$ cat src/hw/spim_pkg.sv
/*
 * spim_pkg
 * shared types for the multi-lane SPI master: data word, burst length,
 * slave select index and the lane burst state machine encoding
 */

`default_nettype none

package spim_pkg;

	// one SPI data word, shifted MSB first
	typedef logic [31:0] word_t;

	// burst length field, a burst moves value + 1 words
	typedef logic [13:0] brstlen_t;

	// slave select index inside one lane
	typedef logic [1:0] ssel_t;

	// lane burst engine states
	typedef enum logic [2:0] {
		IDLE,   // waiting for a command
		LOAD,   // first word fetched
		SHIFT,  // words with more to follow
		LAST,   // final word of the burst
		END     // burst closed, done pulse
	} lane_st_e;

endpackage

`default_nettype wire

$ cat src/hw/spim_lane_if.sv
/*
 * spim_lane_if
 * per-lane link between the dispatcher, one burst engine and the collector
 */

`default_nettype none

interface spim_lane_if;

	logic               cmd_valid;    // one-cycle command pulse
	logic               cmd_rdnwr;    // 1 = read, 0 = write
	spim_pkg::ssel_t    cmd_ssel;
	spim_pkg::brstlen_t cmd_brstlen;

	logic               done;         // lane leaves END
	logic               tx_req;       // fetch next write word
	spim_pkg::word_t    tx_data;      // head of tx buffer, zero when empty

	logic               rx_valid;     // full word received on a read
	spim_pkg::word_t    rx_data;

	modport disp (
		output cmd_valid, cmd_rdnwr, cmd_ssel, cmd_brstlen, tx_data,
		input  done, tx_req
	);

	modport lane (
		input  cmd_valid, cmd_rdnwr, cmd_ssel, cmd_brstlen, tx_data,
		output done, tx_req, rx_valid, rx_data
	);

	modport coll (
		input rx_valid, rx_data
	);

endinterface

`default_nettype wire

$ cat src/hw/spim_dispatch.sv
/*
 * spim_dispatch
 * routes credited commands to their lane and keeps one transmit FIFO per lane,
 * turning lane completion and FIFO pops into credit pulses
 */

`default_nettype none

module spim_dispatch #(
	parameter  int NUM_LANES = 2,
	parameter  int TX_DEPTH  = 2,
	localparam int LANE_W    = (NUM_LANES > 1) ? $clog2(NUM_LANES) : 1
) (
	input  logic                     sclk_in,
	input  logic                     rst_n,
	input  logic                     cmd_valid,
	input  logic                     cmd_rdnwr,
	input  logic [LANE_W-1:0]        cmd_lane,
	input  spim_pkg::ssel_t          cmd_ssel,
	input  spim_pkg::brstlen_t       cmd_brstlen,
	input  logic                     tx_valid,
	input  logic [LANE_W-1:0]        tx_lane,
	input  spim_pkg::word_t          tx_data,
	output logic [NUM_LANES-1:0]     cmd_credit,
	output logic [NUM_LANES-1:0]     tx_credit,
	spim_lane_if.disp                lanes [NUM_LANES]
);

	localparam int PTR_W = (TX_DEPTH > 1) ? $clog2(TX_DEPTH) : 1;
	localparam int CNT_W = $clog2(TX_DEPTH + 1);

	logic               cmd_rdnwr_q;
	spim_pkg::ssel_t    cmd_ssel_q;
	spim_pkg::brstlen_t cmd_brstlen_q;

	// command fields, shared by all lanes, qualified by each lane's cmd_valid
	always_ff @(posedge sclk_in) begin
		if (cmd_valid) begin
			cmd_rdnwr_q   <= cmd_rdnwr;
			cmd_ssel_q    <= cmd_ssel;
			cmd_brstlen_q <= cmd_brstlen;
		end
	end

	for (genvar g = 0; g < NUM_LANES; g++) begin : g_lane
		spim_pkg::word_t  mem [TX_DEPTH];
		logic [PTR_W-1:0] wr_ptr;
		logic [PTR_W-1:0] rd_ptr;
		logic [CNT_W-1:0] fill;
		logic             push;
		logic             pop;
		logic             cmd_credit_q;
		logic             tx_credit_q;

		assign push = tx_valid && (tx_lane == LANE_W'(g));
		assign pop  = lanes[g].tx_req && (fill != '0);  // underrun pops nothing

		assign lanes[g].tx_data     = (fill != '0) ? mem[rd_ptr] : '0;
		assign lanes[g].cmd_rdnwr   = cmd_rdnwr_q;
		assign lanes[g].cmd_ssel    = cmd_ssel_q;
		assign lanes[g].cmd_brstlen = cmd_brstlen_q;

		assign cmd_credit[g] = cmd_credit_q;
		assign tx_credit[g]  = tx_credit_q;

		always_ff @(posedge sclk_in or negedge rst_n) begin
			if (!rst_n) begin
				lanes[g].cmd_valid <= 1'b0;
				wr_ptr             <= '0;
				rd_ptr             <= '0;
				fill               <= '0;
				cmd_credit_q       <= 1'b0;
				tx_credit_q        <= 1'b0;
			end else begin
				lanes[g].cmd_valid <= cmd_valid && (cmd_lane == LANE_W'(g));
				cmd_credit_q       <= lanes[g].done;  // credit back the cycle after done
				tx_credit_q        <= pop;
				if (push)
					wr_ptr <= (wr_ptr == PTR_W'(TX_DEPTH - 1)) ? '0 : wr_ptr + 1'b1;
				if (pop)
					rd_ptr <= (rd_ptr == PTR_W'(TX_DEPTH - 1)) ? '0 : rd_ptr + 1'b1;
				case ({push, pop})
					2'b10:   fill <= fill + 1'b1;
					2'b01:   fill <= fill - 1'b1;
					default: fill <= fill;
				endcase
			end
		end

		always_ff @(posedge sclk_in) begin
			if (push)
				mem[wr_ptr] <= tx_data;
		end
	end

endmodule

`default_nettype wire

$ cat src/hw/spim_lane.sv
/*
 * spim_lane
 * mode 0 SPI burst engine for one lane: latches a command, drives one of four
 * slave selects and shifts brstlen + 1 words of 32 bits, MSB first
 */

`default_nettype none

module spim_lane (
	input  logic       sclk_in,
	input  logic       rst_n,
	output logic [3:0] ss_n,
	output logic       mosi,
	input  logic       miso,
	spim_lane_if.lane  bus
);

	spim_pkg::lane_st_e state;
	spim_pkg::lane_st_e state_nxt;
	logic               rdnwr_q;
	spim_pkg::ssel_t    ssel_q;
	spim_pkg::brstlen_t word_cnt;      // words left after the current one
	logic [4:0]         rx_cnt;        // bit index, rising edge side
	logic [4:0]         tx_cnt;        // bit index, falling edge side
	spim_pkg::word_t    rx_shift;
	spim_pkg::word_t    tx_hold;       // next word to transmit
	spim_pkg::word_t    tx_shift;
	spim_pkg::word_t    tx_load_word;
	logic               shifting;
	logic               word_end;

	assign shifting     = (state == spim_pkg::SHIFT) || (state == spim_pkg::LAST);
	assign word_end     = shifting && (rx_cnt == 5'd31);
	assign tx_load_word = rdnwr_q ? '0 : tx_hold;  // reads send zeros

	////////////////////
	// burst state machine
	////////////////////

	always_comb begin
		state_nxt = state;
		case (state)
			spim_pkg::IDLE: begin
				if (bus.cmd_valid)
					state_nxt = spim_pkg::LOAD;
			end
			spim_pkg::LOAD: begin
				state_nxt = (word_cnt == '0) ? spim_pkg::LAST : spim_pkg::SHIFT;
			end
			spim_pkg::SHIFT: begin
				if (word_end && (word_cnt == 'd1))
					state_nxt = spim_pkg::LAST;
			end
			spim_pkg::LAST: begin
				if (word_end)
					state_nxt = spim_pkg::END;
			end
			default: begin
				state_nxt = spim_pkg::IDLE;  // END closes the burst
			end
		endcase
	end

	always_ff @(posedge sclk_in or negedge rst_n) begin
		if (!rst_n) begin
			state    <= spim_pkg::IDLE;
			rdnwr_q  <= 1'b0;
			ssel_q   <= '0;
			word_cnt <= '0;
			rx_cnt   <= '0;
		end else begin
			state <= state_nxt;
			if ((state == spim_pkg::IDLE) && bus.cmd_valid) begin
				rdnwr_q  <= bus.cmd_rdnwr;
				ssel_q   <= bus.cmd_ssel;
				word_cnt <= bus.cmd_brstlen;
			end else if ((state == spim_pkg::SHIFT) && word_end) begin
				word_cnt <= word_cnt - 1'b1;
			end
			rx_cnt <= shifting ? rx_cnt + 1'b1 : '0;  // wraps every 32 bits
		end
	end

	assign bus.done = (state == spim_pkg::END);

	// first word at LOAD, later ones at bit 28 of the word before
	assign bus.tx_req = !rdnwr_q && ((state == spim_pkg::LOAD) ||
		((state == spim_pkg::SHIFT) && (rx_cnt == 5'd28)));

	////////////////////
	// receive side, rising edge
	////////////////////

	always_ff @(posedge sclk_in) begin
		if (shifting)
			rx_shift <= {rx_shift[30:0], miso};
		if (bus.tx_req)
			tx_hold <= bus.tx_data;
		if (word_end && rdnwr_q)
			bus.rx_data <= {rx_shift[30:0], miso};  // last bit comes straight from miso
	end

	always_ff @(posedge sclk_in or negedge rst_n) begin
		if (!rst_n)
			bus.rx_valid <= 1'b0;
		else
			bus.rx_valid <= word_end && rdnwr_q;
	end

	////////////////////
	// transmit side, falling edge
	////////////////////

	always_ff @(negedge sclk_in or negedge rst_n) begin
		if (!rst_n) begin
			tx_cnt <= '0;
			mosi   <= 1'b0;
			ss_n   <= 4'hf;
		end else if (shifting) begin
			tx_cnt <= tx_cnt + 1'b1;
			mosi   <= (tx_cnt == '0) ? tx_load_word[31] : tx_shift[31];
			ss_n   <= ~(4'b0001 << ssel_q);  // only the selected slave goes low
		end else begin
			tx_cnt <= '0;
			mosi   <= 1'b0;
			ss_n   <= 4'hf;
		end
	end

	always_ff @(negedge sclk_in) begin
		if (shifting) begin
			if (tx_cnt == '0)
				tx_shift <= {tx_load_word[30:0], 1'b0};
			else
				tx_shift <= {tx_shift[30:0], 1'b0};
		end
	end

endmodule

`default_nettype wire

$ cat src/hw/spim_rx_collect.sv
/*
 * spim_rx_collect
 * holds one received word per lane and drains them round-robin into a single
 * credited output stream, flagging words lost to a full holding register
 */

`default_nettype none

module spim_rx_collect #(
	parameter  int NUM_LANES  = 2,
	parameter  int RX_CREDITS = 4,
	localparam int LANE_W     = (NUM_LANES > 1) ? $clog2(NUM_LANES) : 1
) (
	input  logic              sclk_in,
	input  logic              rst_n,
	spim_lane_if.coll         lanes [NUM_LANES],
	output logic              rx_valid,
	output logic [LANE_W-1:0] rx_lane,
	output spim_pkg::word_t   rx_data,
	input  logic              rx_credit,
	output logic              rx_overflow
);

	localparam int CRD_W = $clog2(RX_CREDITS + 1);

	logic [NUM_LANES-1:0] lane_valid;
	logic [NUM_LANES-1:0] hold_valid;
	logic [NUM_LANES-1:0] hold_free;
	logic [NUM_LANES-1:0] drop;
	spim_pkg::word_t      lane_data [NUM_LANES];
	spim_pkg::word_t      hold_data [NUM_LANES];
	logic [LANE_W-1:0]    rr_ptr;
	logic [LANE_W-1:0]    gnt_idx;
	logic                 gnt_found;
	logic                 issue;
	logic [CRD_W-1:0]     credit_cnt;

	for (genvar g = 0; g < NUM_LANES; g++) begin : g_in
		assign lane_valid[g] = lanes[g].rx_valid;
		assign lane_data[g]  = lanes[g].rx_data;
	end

	// first held word at or after the round-robin pointer
	always_comb begin
		int idx;
		gnt_found = 1'b0;
		gnt_idx   = '0;
		for (int k = 0; k < NUM_LANES; k++) begin
			idx = int'(rr_ptr) + k;
			if (idx >= NUM_LANES)
				idx = idx - NUM_LANES;
			if (!gnt_found && hold_valid[idx]) begin
				gnt_found = 1'b1;
				gnt_idx   = LANE_W'(idx);
			end
		end
	end

	assign issue = gnt_found && (credit_cnt != '0);

	always_comb begin
		for (int i = 0; i < NUM_LANES; i++) begin
			hold_free[i] = !hold_valid[i] || (issue && (gnt_idx == LANE_W'(i)));
			drop[i]      = lane_valid[i] && !hold_free[i];  // lane cannot stall
		end
	end

	always_ff @(posedge sclk_in or negedge rst_n) begin
		if (!rst_n) begin
			hold_valid  <= '0;
			rr_ptr      <= '0;
			credit_cnt  <= CRD_W'(RX_CREDITS);
			rx_valid    <= 1'b0;
			rx_overflow <= 1'b0;
		end else begin
			for (int i = 0; i < NUM_LANES; i++) begin
				if (lane_valid[i] && hold_free[i])
					hold_valid[i] <= 1'b1;
				else if (issue && (gnt_idx == LANE_W'(i)))
					hold_valid[i] <= 1'b0;
			end
			if (issue)
				rr_ptr <= (gnt_idx == LANE_W'(NUM_LANES - 1)) ? '0 : gnt_idx + 1'b1;
			case ({rx_credit, issue})
				2'b10:   credit_cnt <= credit_cnt + 1'b1;
				2'b01:   credit_cnt <= credit_cnt - 1'b1;
				default: credit_cnt <= credit_cnt;
			endcase
			rx_valid    <= issue;
			rx_overflow <= rx_overflow | (|drop);  // sticky until reset
		end
	end

	always_ff @(posedge sclk_in) begin
		for (int i = 0; i < NUM_LANES; i++) begin
			if (lane_valid[i] && hold_free[i])
				hold_data[i] <= lane_data[i];
		end
		if (issue) begin
			rx_lane <= gnt_idx;
			rx_data <= hold_data[gnt_idx];
		end
	end

endmodule

`default_nettype wire

$ cat src/hw/spim_subsys.sv
/*
 * spim_subsys
 * multi-lane SPI master: command dispatcher, NUM_LANES burst engines and
 * the receive collector, with sclk_in forwarded as the SPI clock
 */

`default_nettype none

module spim_subsys #(
	parameter  int NUM_LANES  = 2,
	parameter  int TX_DEPTH   = 2,
	parameter  int RX_CREDITS = 4,
	localparam int LANE_W     = (NUM_LANES > 1) ? $clog2(NUM_LANES) : 1
) (
	input  logic                   sclk_in,
	input  logic                   rst_n,
	input  logic                   cmd_valid,
	input  logic                   cmd_rdnwr,
	input  logic [LANE_W-1:0]      cmd_lane,
	input  spim_pkg::ssel_t        cmd_ssel,
	input  spim_pkg::brstlen_t     cmd_brstlen,
	output logic [NUM_LANES-1:0]   cmd_credit,
	input  logic                   tx_valid,
	input  logic [LANE_W-1:0]      tx_lane,
	input  spim_pkg::word_t        tx_data,
	output logic [NUM_LANES-1:0]   tx_credit,
	output logic                   rx_valid,
	output logic [LANE_W-1:0]      rx_lane,
	output spim_pkg::word_t        rx_data,
	input  logic                   rx_credit,
	output logic                   rx_overflow,
	output logic                   sclk,
	output logic [4*NUM_LANES-1:0] ss_n,
	output logic [NUM_LANES-1:0]   mosi,
	input  logic [NUM_LANES-1:0]   miso
);

	spim_lane_if lane_bus [NUM_LANES] ();

	assign sclk = sclk_in;  // mode 0, clock forwarded as is

	spim_dispatch #(
		.NUM_LANES (NUM_LANES),
		.TX_DEPTH  (TX_DEPTH)
	) i_dispatch (
		.sclk_in     (sclk_in),
		.rst_n       (rst_n),
		.cmd_valid   (cmd_valid),
		.cmd_rdnwr   (cmd_rdnwr),
		.cmd_lane    (cmd_lane),
		.cmd_ssel    (cmd_ssel),
		.cmd_brstlen (cmd_brstlen),
		.tx_valid    (tx_valid),
		.tx_lane     (tx_lane),
		.tx_data     (tx_data),
		.cmd_credit  (cmd_credit),
		.tx_credit   (tx_credit),
		.lanes       (lane_bus)
	);

	for (genvar g = 0; g < NUM_LANES; g++) begin : g_lane
		spim_lane i_lane (
			.sclk_in (sclk_in),
			.rst_n   (rst_n),
			.ss_n    (ss_n[4*g +: 4]),
			.mosi    (mosi[g]),
			.miso    (miso[g]),
			.bus     (lane_bus[g])
		);
	end

	spim_rx_collect #(
		.NUM_LANES  (NUM_LANES),
		.RX_CREDITS (RX_CREDITS)
	) i_rx_collect (
		.sclk_in     (sclk_in),
		.rst_n       (rst_n),
		.lanes       (lane_bus),
		.rx_valid    (rx_valid),
		.rx_lane     (rx_lane),
		.rx_data     (rx_data),
		.rx_credit   (rx_credit),
		.rx_overflow (rx_overflow)
	);

endmodule

`default_nettype wire

$ cat config.mk
export PLATFORM = sky130hd
export DESIGN_NAME = spim_subsys
export DESIGN_NICKNAME = d
export VERILOG_FILES = /design/src/hw/spim_pkg.sv /design/src/hw/spim_lane_if.sv /design/src/hw/spim_dispatch.sv /design/src/hw/spim_lane.sv /design/src/hw/spim_rx_collect.sv /design/src/hw/spim_subsys.sv
export SDC_FILE = /design/constraint.sdc
export NUM_CORES = 1
export LEC_CHECK = 0
export BUFFER_PORTS_ARGS = -buffer_cell sky130_fd_sc_hd__buf_2
export CAP_MARGIN = 0
export CELL_PAD_IN_SITES_DETAIL_PLACEMENT = 1
export CELL_PAD_IN_SITES_GLOBAL_PLACEMENT = 1
export CORE_UTILIZATION = 31
export CTS_CLUSTER_DIAMETER = 200
export DETAILED_ROUTE_END_ITERATION = 6
export PLACE_DENSITY_LB_ADDON = 0.1
export RECOVER_POWER = 100
export SYNTH_ARGS = -nofsm -noshare
export SYNTH_HDL_FRONTEND = slang
export SYNTH_SLANG_ARGS = --single-unit
$ cat constraint.sdc
create_clock -name sclk_in -period 6.7 [get_ports sclk_in]
set_input_delay 1.34 -clock sclk_in [delete_from_list [all_inputs] [get_ports sclk_in]]
set_output_delay 1.34 -clock sclk_in [all_outputs]
set_load 0.02 [all_outputs]
**Word-level counts from Yosys, hierarchy flattened**

Memories as Yosys holds them, arrays and structs flattened. A register that Yosys moved wholly into a read port is not among the register bits.
Cells that the tools add are included.

- Logic and storage cells: 229
- Output and inout bits: 50
- Register bits: 302
- Input bits: 58
- RAM bits: 192
- Memories: 3

Memories:

| name | depth | bits a word | rd ports | clocked after memory_dff | write ports | line | text |
|---|---|---|---|---|---|---|---|
| i_dispatch.g_lane[0].mem | 2 | 32 | 1 | 1 | 1 | spim_dispatch.sv:46 | `spim_pkg::word_t mem [TX_DEPTH];` |
| i_dispatch.g_lane[1].mem | 2 | 32 | 1 | 1 | 1 | spim_dispatch.sv:46 |  |
| i_rx_collect.hold_data | 2 | 32 | 1 | 1 | 2 | spim_rx_collect.sv:31 | `spim_pkg::word_t hold_data [NUM_LANES];` |

- Add/sub/neg operators: 20
- Order comparisons: 4
- Muxes and demuxes: 60
- Bitwise operators: 6
- Reduce and logical (&&, ||, !) cells: 62
- Eq/ne operators: 26
- Shift-type cells: 2

Operators by type and width:

| operator | number |
|---|---|
| 32-bit two-way mux | 6 |
| 32-bit by 3-bit less-than comparator with 1-bit output (second input constant) | 2 |
| 14-bit two-way mux | 4 |
| 1-bit two-way mux | 33 |
| 32-bit by 3-bit greater-or-equal comparator with 1-bit output (second input constant) | 1 |
| 32-bit by 3-bit subtractor with 32-bit output (second input constant) | 1 |
| 14-bit by 1-bit equality test with 1-bit output (second input constant) | 2 |
| 1-bit logical AND | 28 |
| 14-bit logical NOT | 2 |
| 14-bit by 1-bit subtractor with 14-bit output (second input constant) | 2 |
| 3-bit one-hot mux with 4 select lines | 2 |
| 5-bit by 1-bit adder with 5-bit output (second input constant) | 4 |
| 5-bit equality test (second input constant) | 4 |
| 5-bit two-way mux | 4 |
| 3-bit two-way mux | 6 |
| 2-bit nonzero test | 9 |
| 3-bit by 2-bit equality test with 1-bit output (second input constant) | 4 |
| 5-bit logical NOT | 2 |
| 1-bit logical NOT | 9 |
| 4-bit two-way mux | 2 |
| 2-bit inequality test (second input constant) | 4 |
| 4-bit NOT | 2 |
| 2-bit one-hot mux with 2 select lines | 2 |
| 1-bit by 2-bit left shift with 4-bit output (first input constant) | 2 |
| 21 further kinds | 43 |

**Logic depth before layout (Yosys ltp)**

- Depth after elaboration: 16
- Mapped depth: 9
- Mapped depth without buffers: 9

**By module**

Synthesis repeated with hierarchy kept, for this count alone.

- Cells, all modules: 1356
- Area, all modules: 22076.2 um^2

By module, submodules not included:

| module | cells an instance | instances | area an instance (um^2) | sequential area each (um^2) |
|---|---|---|---|---|
| spim_lane | 417 | 2 | 6094.6 | 4689.5 |
| spim_dispatch | 349 | 1 | 6049.6 | 4704.5 |
| spim_rx_collect | 172 | 1 | 3829.9 | 3114.2 |
| spim_subsys | 1 | 1 | 7.5 | 0.0 |

==> flow_metrics.tcl <==
set metrics [dict create \
    vias 11500 \
    status "complete, but fails checks" \
    setup_viol 0 \
    vias_per_cell 4.44 \
    avgSynthCellArea_um2 15.6 \
    ant_nets 0 \
    initial_core_util_pct 31.5 \
    cts_setup_buffers 0 \
    synth_cell_type_count 55 \
    ios 108 \
    place_ws_ps 1210 \
    slowest_delay_ps 500 \
    async_flop_share_pct 16.0 \
    grt_usage_pct 13.0 \
    worst_slew_pin_slew_ps 3240 \
    power_density_nw_per_um2 440 \
    routed_wl_um 44700 \
    maxCapViolations 18 \
    crit_chain "clkbuf_1" \
    antenna_found_initial 0 \
    ys_warn_count 0 \
    die-width_um 267 \
    core_um2 69100 \
    cp.arrival_ps 4840 \
    cts_resized 0 \
    grt_pass1_vias 12500 \
    ys_seq_area_share_pct 79.0 \
    rsz0062_at_grt "no" \
    wl_per_cell_um 17.3 \
    area_delta_synth_final_pct 18.9 \
    cts_hold_buf 0 \
    slew_headroom_pct -119 \
    final_cell_mix "494 x edfxtp_1, 212 x nand2_1, 113 x clkbuf_1" \
    crit_buf_inv 1 \
    grt_overflow 0 \
    layout_commonest_cell "edfxtp_1" \
    first_pass_iters 5 \
    critical_path.top_delay_family "flip-flops" \
    grt_start_max_net_pins 64 \
    syn-cell-area_um2 21800 \
    cp_max_fo 1 \
    drc 0 \
    cpMaxStageDelayCell "dfstp_2" \
    synth_edf_count 494 \
    start_kind "flip-flop" \
    cts_tree "done" \
    hold_viol 0 \
    grt_pass1_wl_um 71500 \
    final.setup.tns_ps 0 \
    path_clk_slew_ps 40 \
    leakage_nw 9.59 \
    final_nets 1682 \
    drv_slew 567 \
    postSynthCellCount 1395 \
    hp-class "reg2reg" \
    clk_latency_ps 770 \
    fin_hold_ws_ps 404 \
    critPathKind "reg2out" \
    die_area_um2 71300 \
    layout-drive-gt1-share_pct 9.70 \
    rows 96 \
    violations "max-capacitance violations, max-slew violations" \
    die_h_um 267 \
    synthFlopType "edfxtp_1" \
    required_ps 5360 \
    dpl.hpwl_um 26900 \
    diodes 0 \
    max-vdd-ir-drop_mv 0.188 \
    initialDrtViolationCount 569 \
    post-route-util_pct 37.5 \
    synth_nets 1473 \
    fin_skew_ps 67.3 \
    portBuffers 107 \
    cp-end-kind "output port" \
    setup_ws_ps 520 \
    gp_congestion 0.719 \
    synth-seq-cells 588 \
]
-- state kept, by name, indices dropped and copies added (netlist names), 10 cells and up --
| register | cells |
|---|---|
| i_rx_collect.hold_data | 64 |
| g_lane.i_lane.tx_cnt | 10 |
| i_rx_collect.rx_data | 32 |
| g_lane.i_lane.tx_hold | 64 |
| i_dispatch.lanes.cmd_brstlen | 14 |
| g_lane.i_lane.bus.rx_data | 64 |
| g_lane.i_lane.rx_shift | 62 |
| i_dispatch.g_lane.mem | 128 |
| g_lane.i_lane.tx_shift | 62 |
| g_lane.i_lane.word_cnt | 28 |
| g_lane.i_lane.rx_cnt | 10 |
-- final timing paths --
check                                           endpoint  cells past startpoint  slack (ps)                        from
setup / recovery                                 ss_n[1]                      1         520    g_lane[0].i_lane.ss_n[1]
hold / removal                g_lane[0].i_lane.tx_cnt[0]                      1         400  g_lane[0].i_lane.tx_cnt[0]
setup reg to reg           g_lane[0].i_lane.tx_shift[20]                      2         890   g_lane[0].i_lane.state[2]
hold reg to reg               g_lane[0].i_lane.tx_cnt[0]                      1         400  g_lane[0].i_lane.tx_cnt[0]
max in group asynchronous     g_lane[1].i_lane.tx_cnt[4]                      1        2240                       rst_n
min in group asynchronous     g_lane[0].i_lane.rx_cnt[0]                      1         700                       rst_n
-- routing by layer --
metal | global-route usage [%] | wire length (µm)
met1 | 17.4 | 21100
met2 | 20.9 | 21000
met3 | 2.78 | 1690
met4 | 4.60 | 927
met5 | 0 | 0
-- Yosys cell counts, drive strengths merged (14+ instances only) --
| master | number | area [µm²] |
|---|---|---|
| edfxtp | 494 | 14800 |
| nand2 | 212 | 796 |
| nor2 | 108 | 405 |
| o21ai | 75 | 375 |
| dfrtp | 73 | 1830 |
| nand2b | 68 | 425 |
| mux2i | 64 | 641 |
| clkbuf | 44 | 166 |
| inv | 26 | 97.6 |
| buf | 19 | 113 |
| ha | 19 | 238 |
| nand3 | 14 | 70.1 |
| xor2 | 14 | 123 |
-- power by group --
group	internal [mW]	switching (mW)	total (mW)
Clock	2.48	1.62	4.11
Combinational	0.641	1.09	1.73
Sequential	5.06	0.490	5.55
Total	8.18	3.20	11.4
-- cell type report --
cell class	count	area (µm²)
clock buffer	92	1970
multi-input combinational	717	4190
tap	931	1160
clock inverter	108	722
fill	7130	43200
inverter	26	97.6
timing repair buffer	128	527
sequential	588	17200
-- logic make-up after synthesis --
logic type | synth area share [%]
AO/OA/AOI/OAI | 3.71
XOR/XNOR | 1.05
adder cells (fa/ha/maj) | 1.18
buffers and inverters | 1.75
flip-flops | 79.0
multiplexers | 2.94
AND/OR/NAND/NOR | 10.4
-- through the flow --
| stage | total power [mW] | std cells | cell area (µm²) |
|---|---|---|---|
| finish | 11.4 | 2590 | 25900 |
| floorplan | 6.79 | 1395 | 21800 |
| global placement | 7.41 | 2392 | 23400 |
| detailed placement | 7.49 | 2392 | 23400 |
| global route | 12.1 | 2590 | 25900 |
| CTS | 11.6 | 2590 | 26100 |
Note: power is estimated with default switching activity, not from simulation.
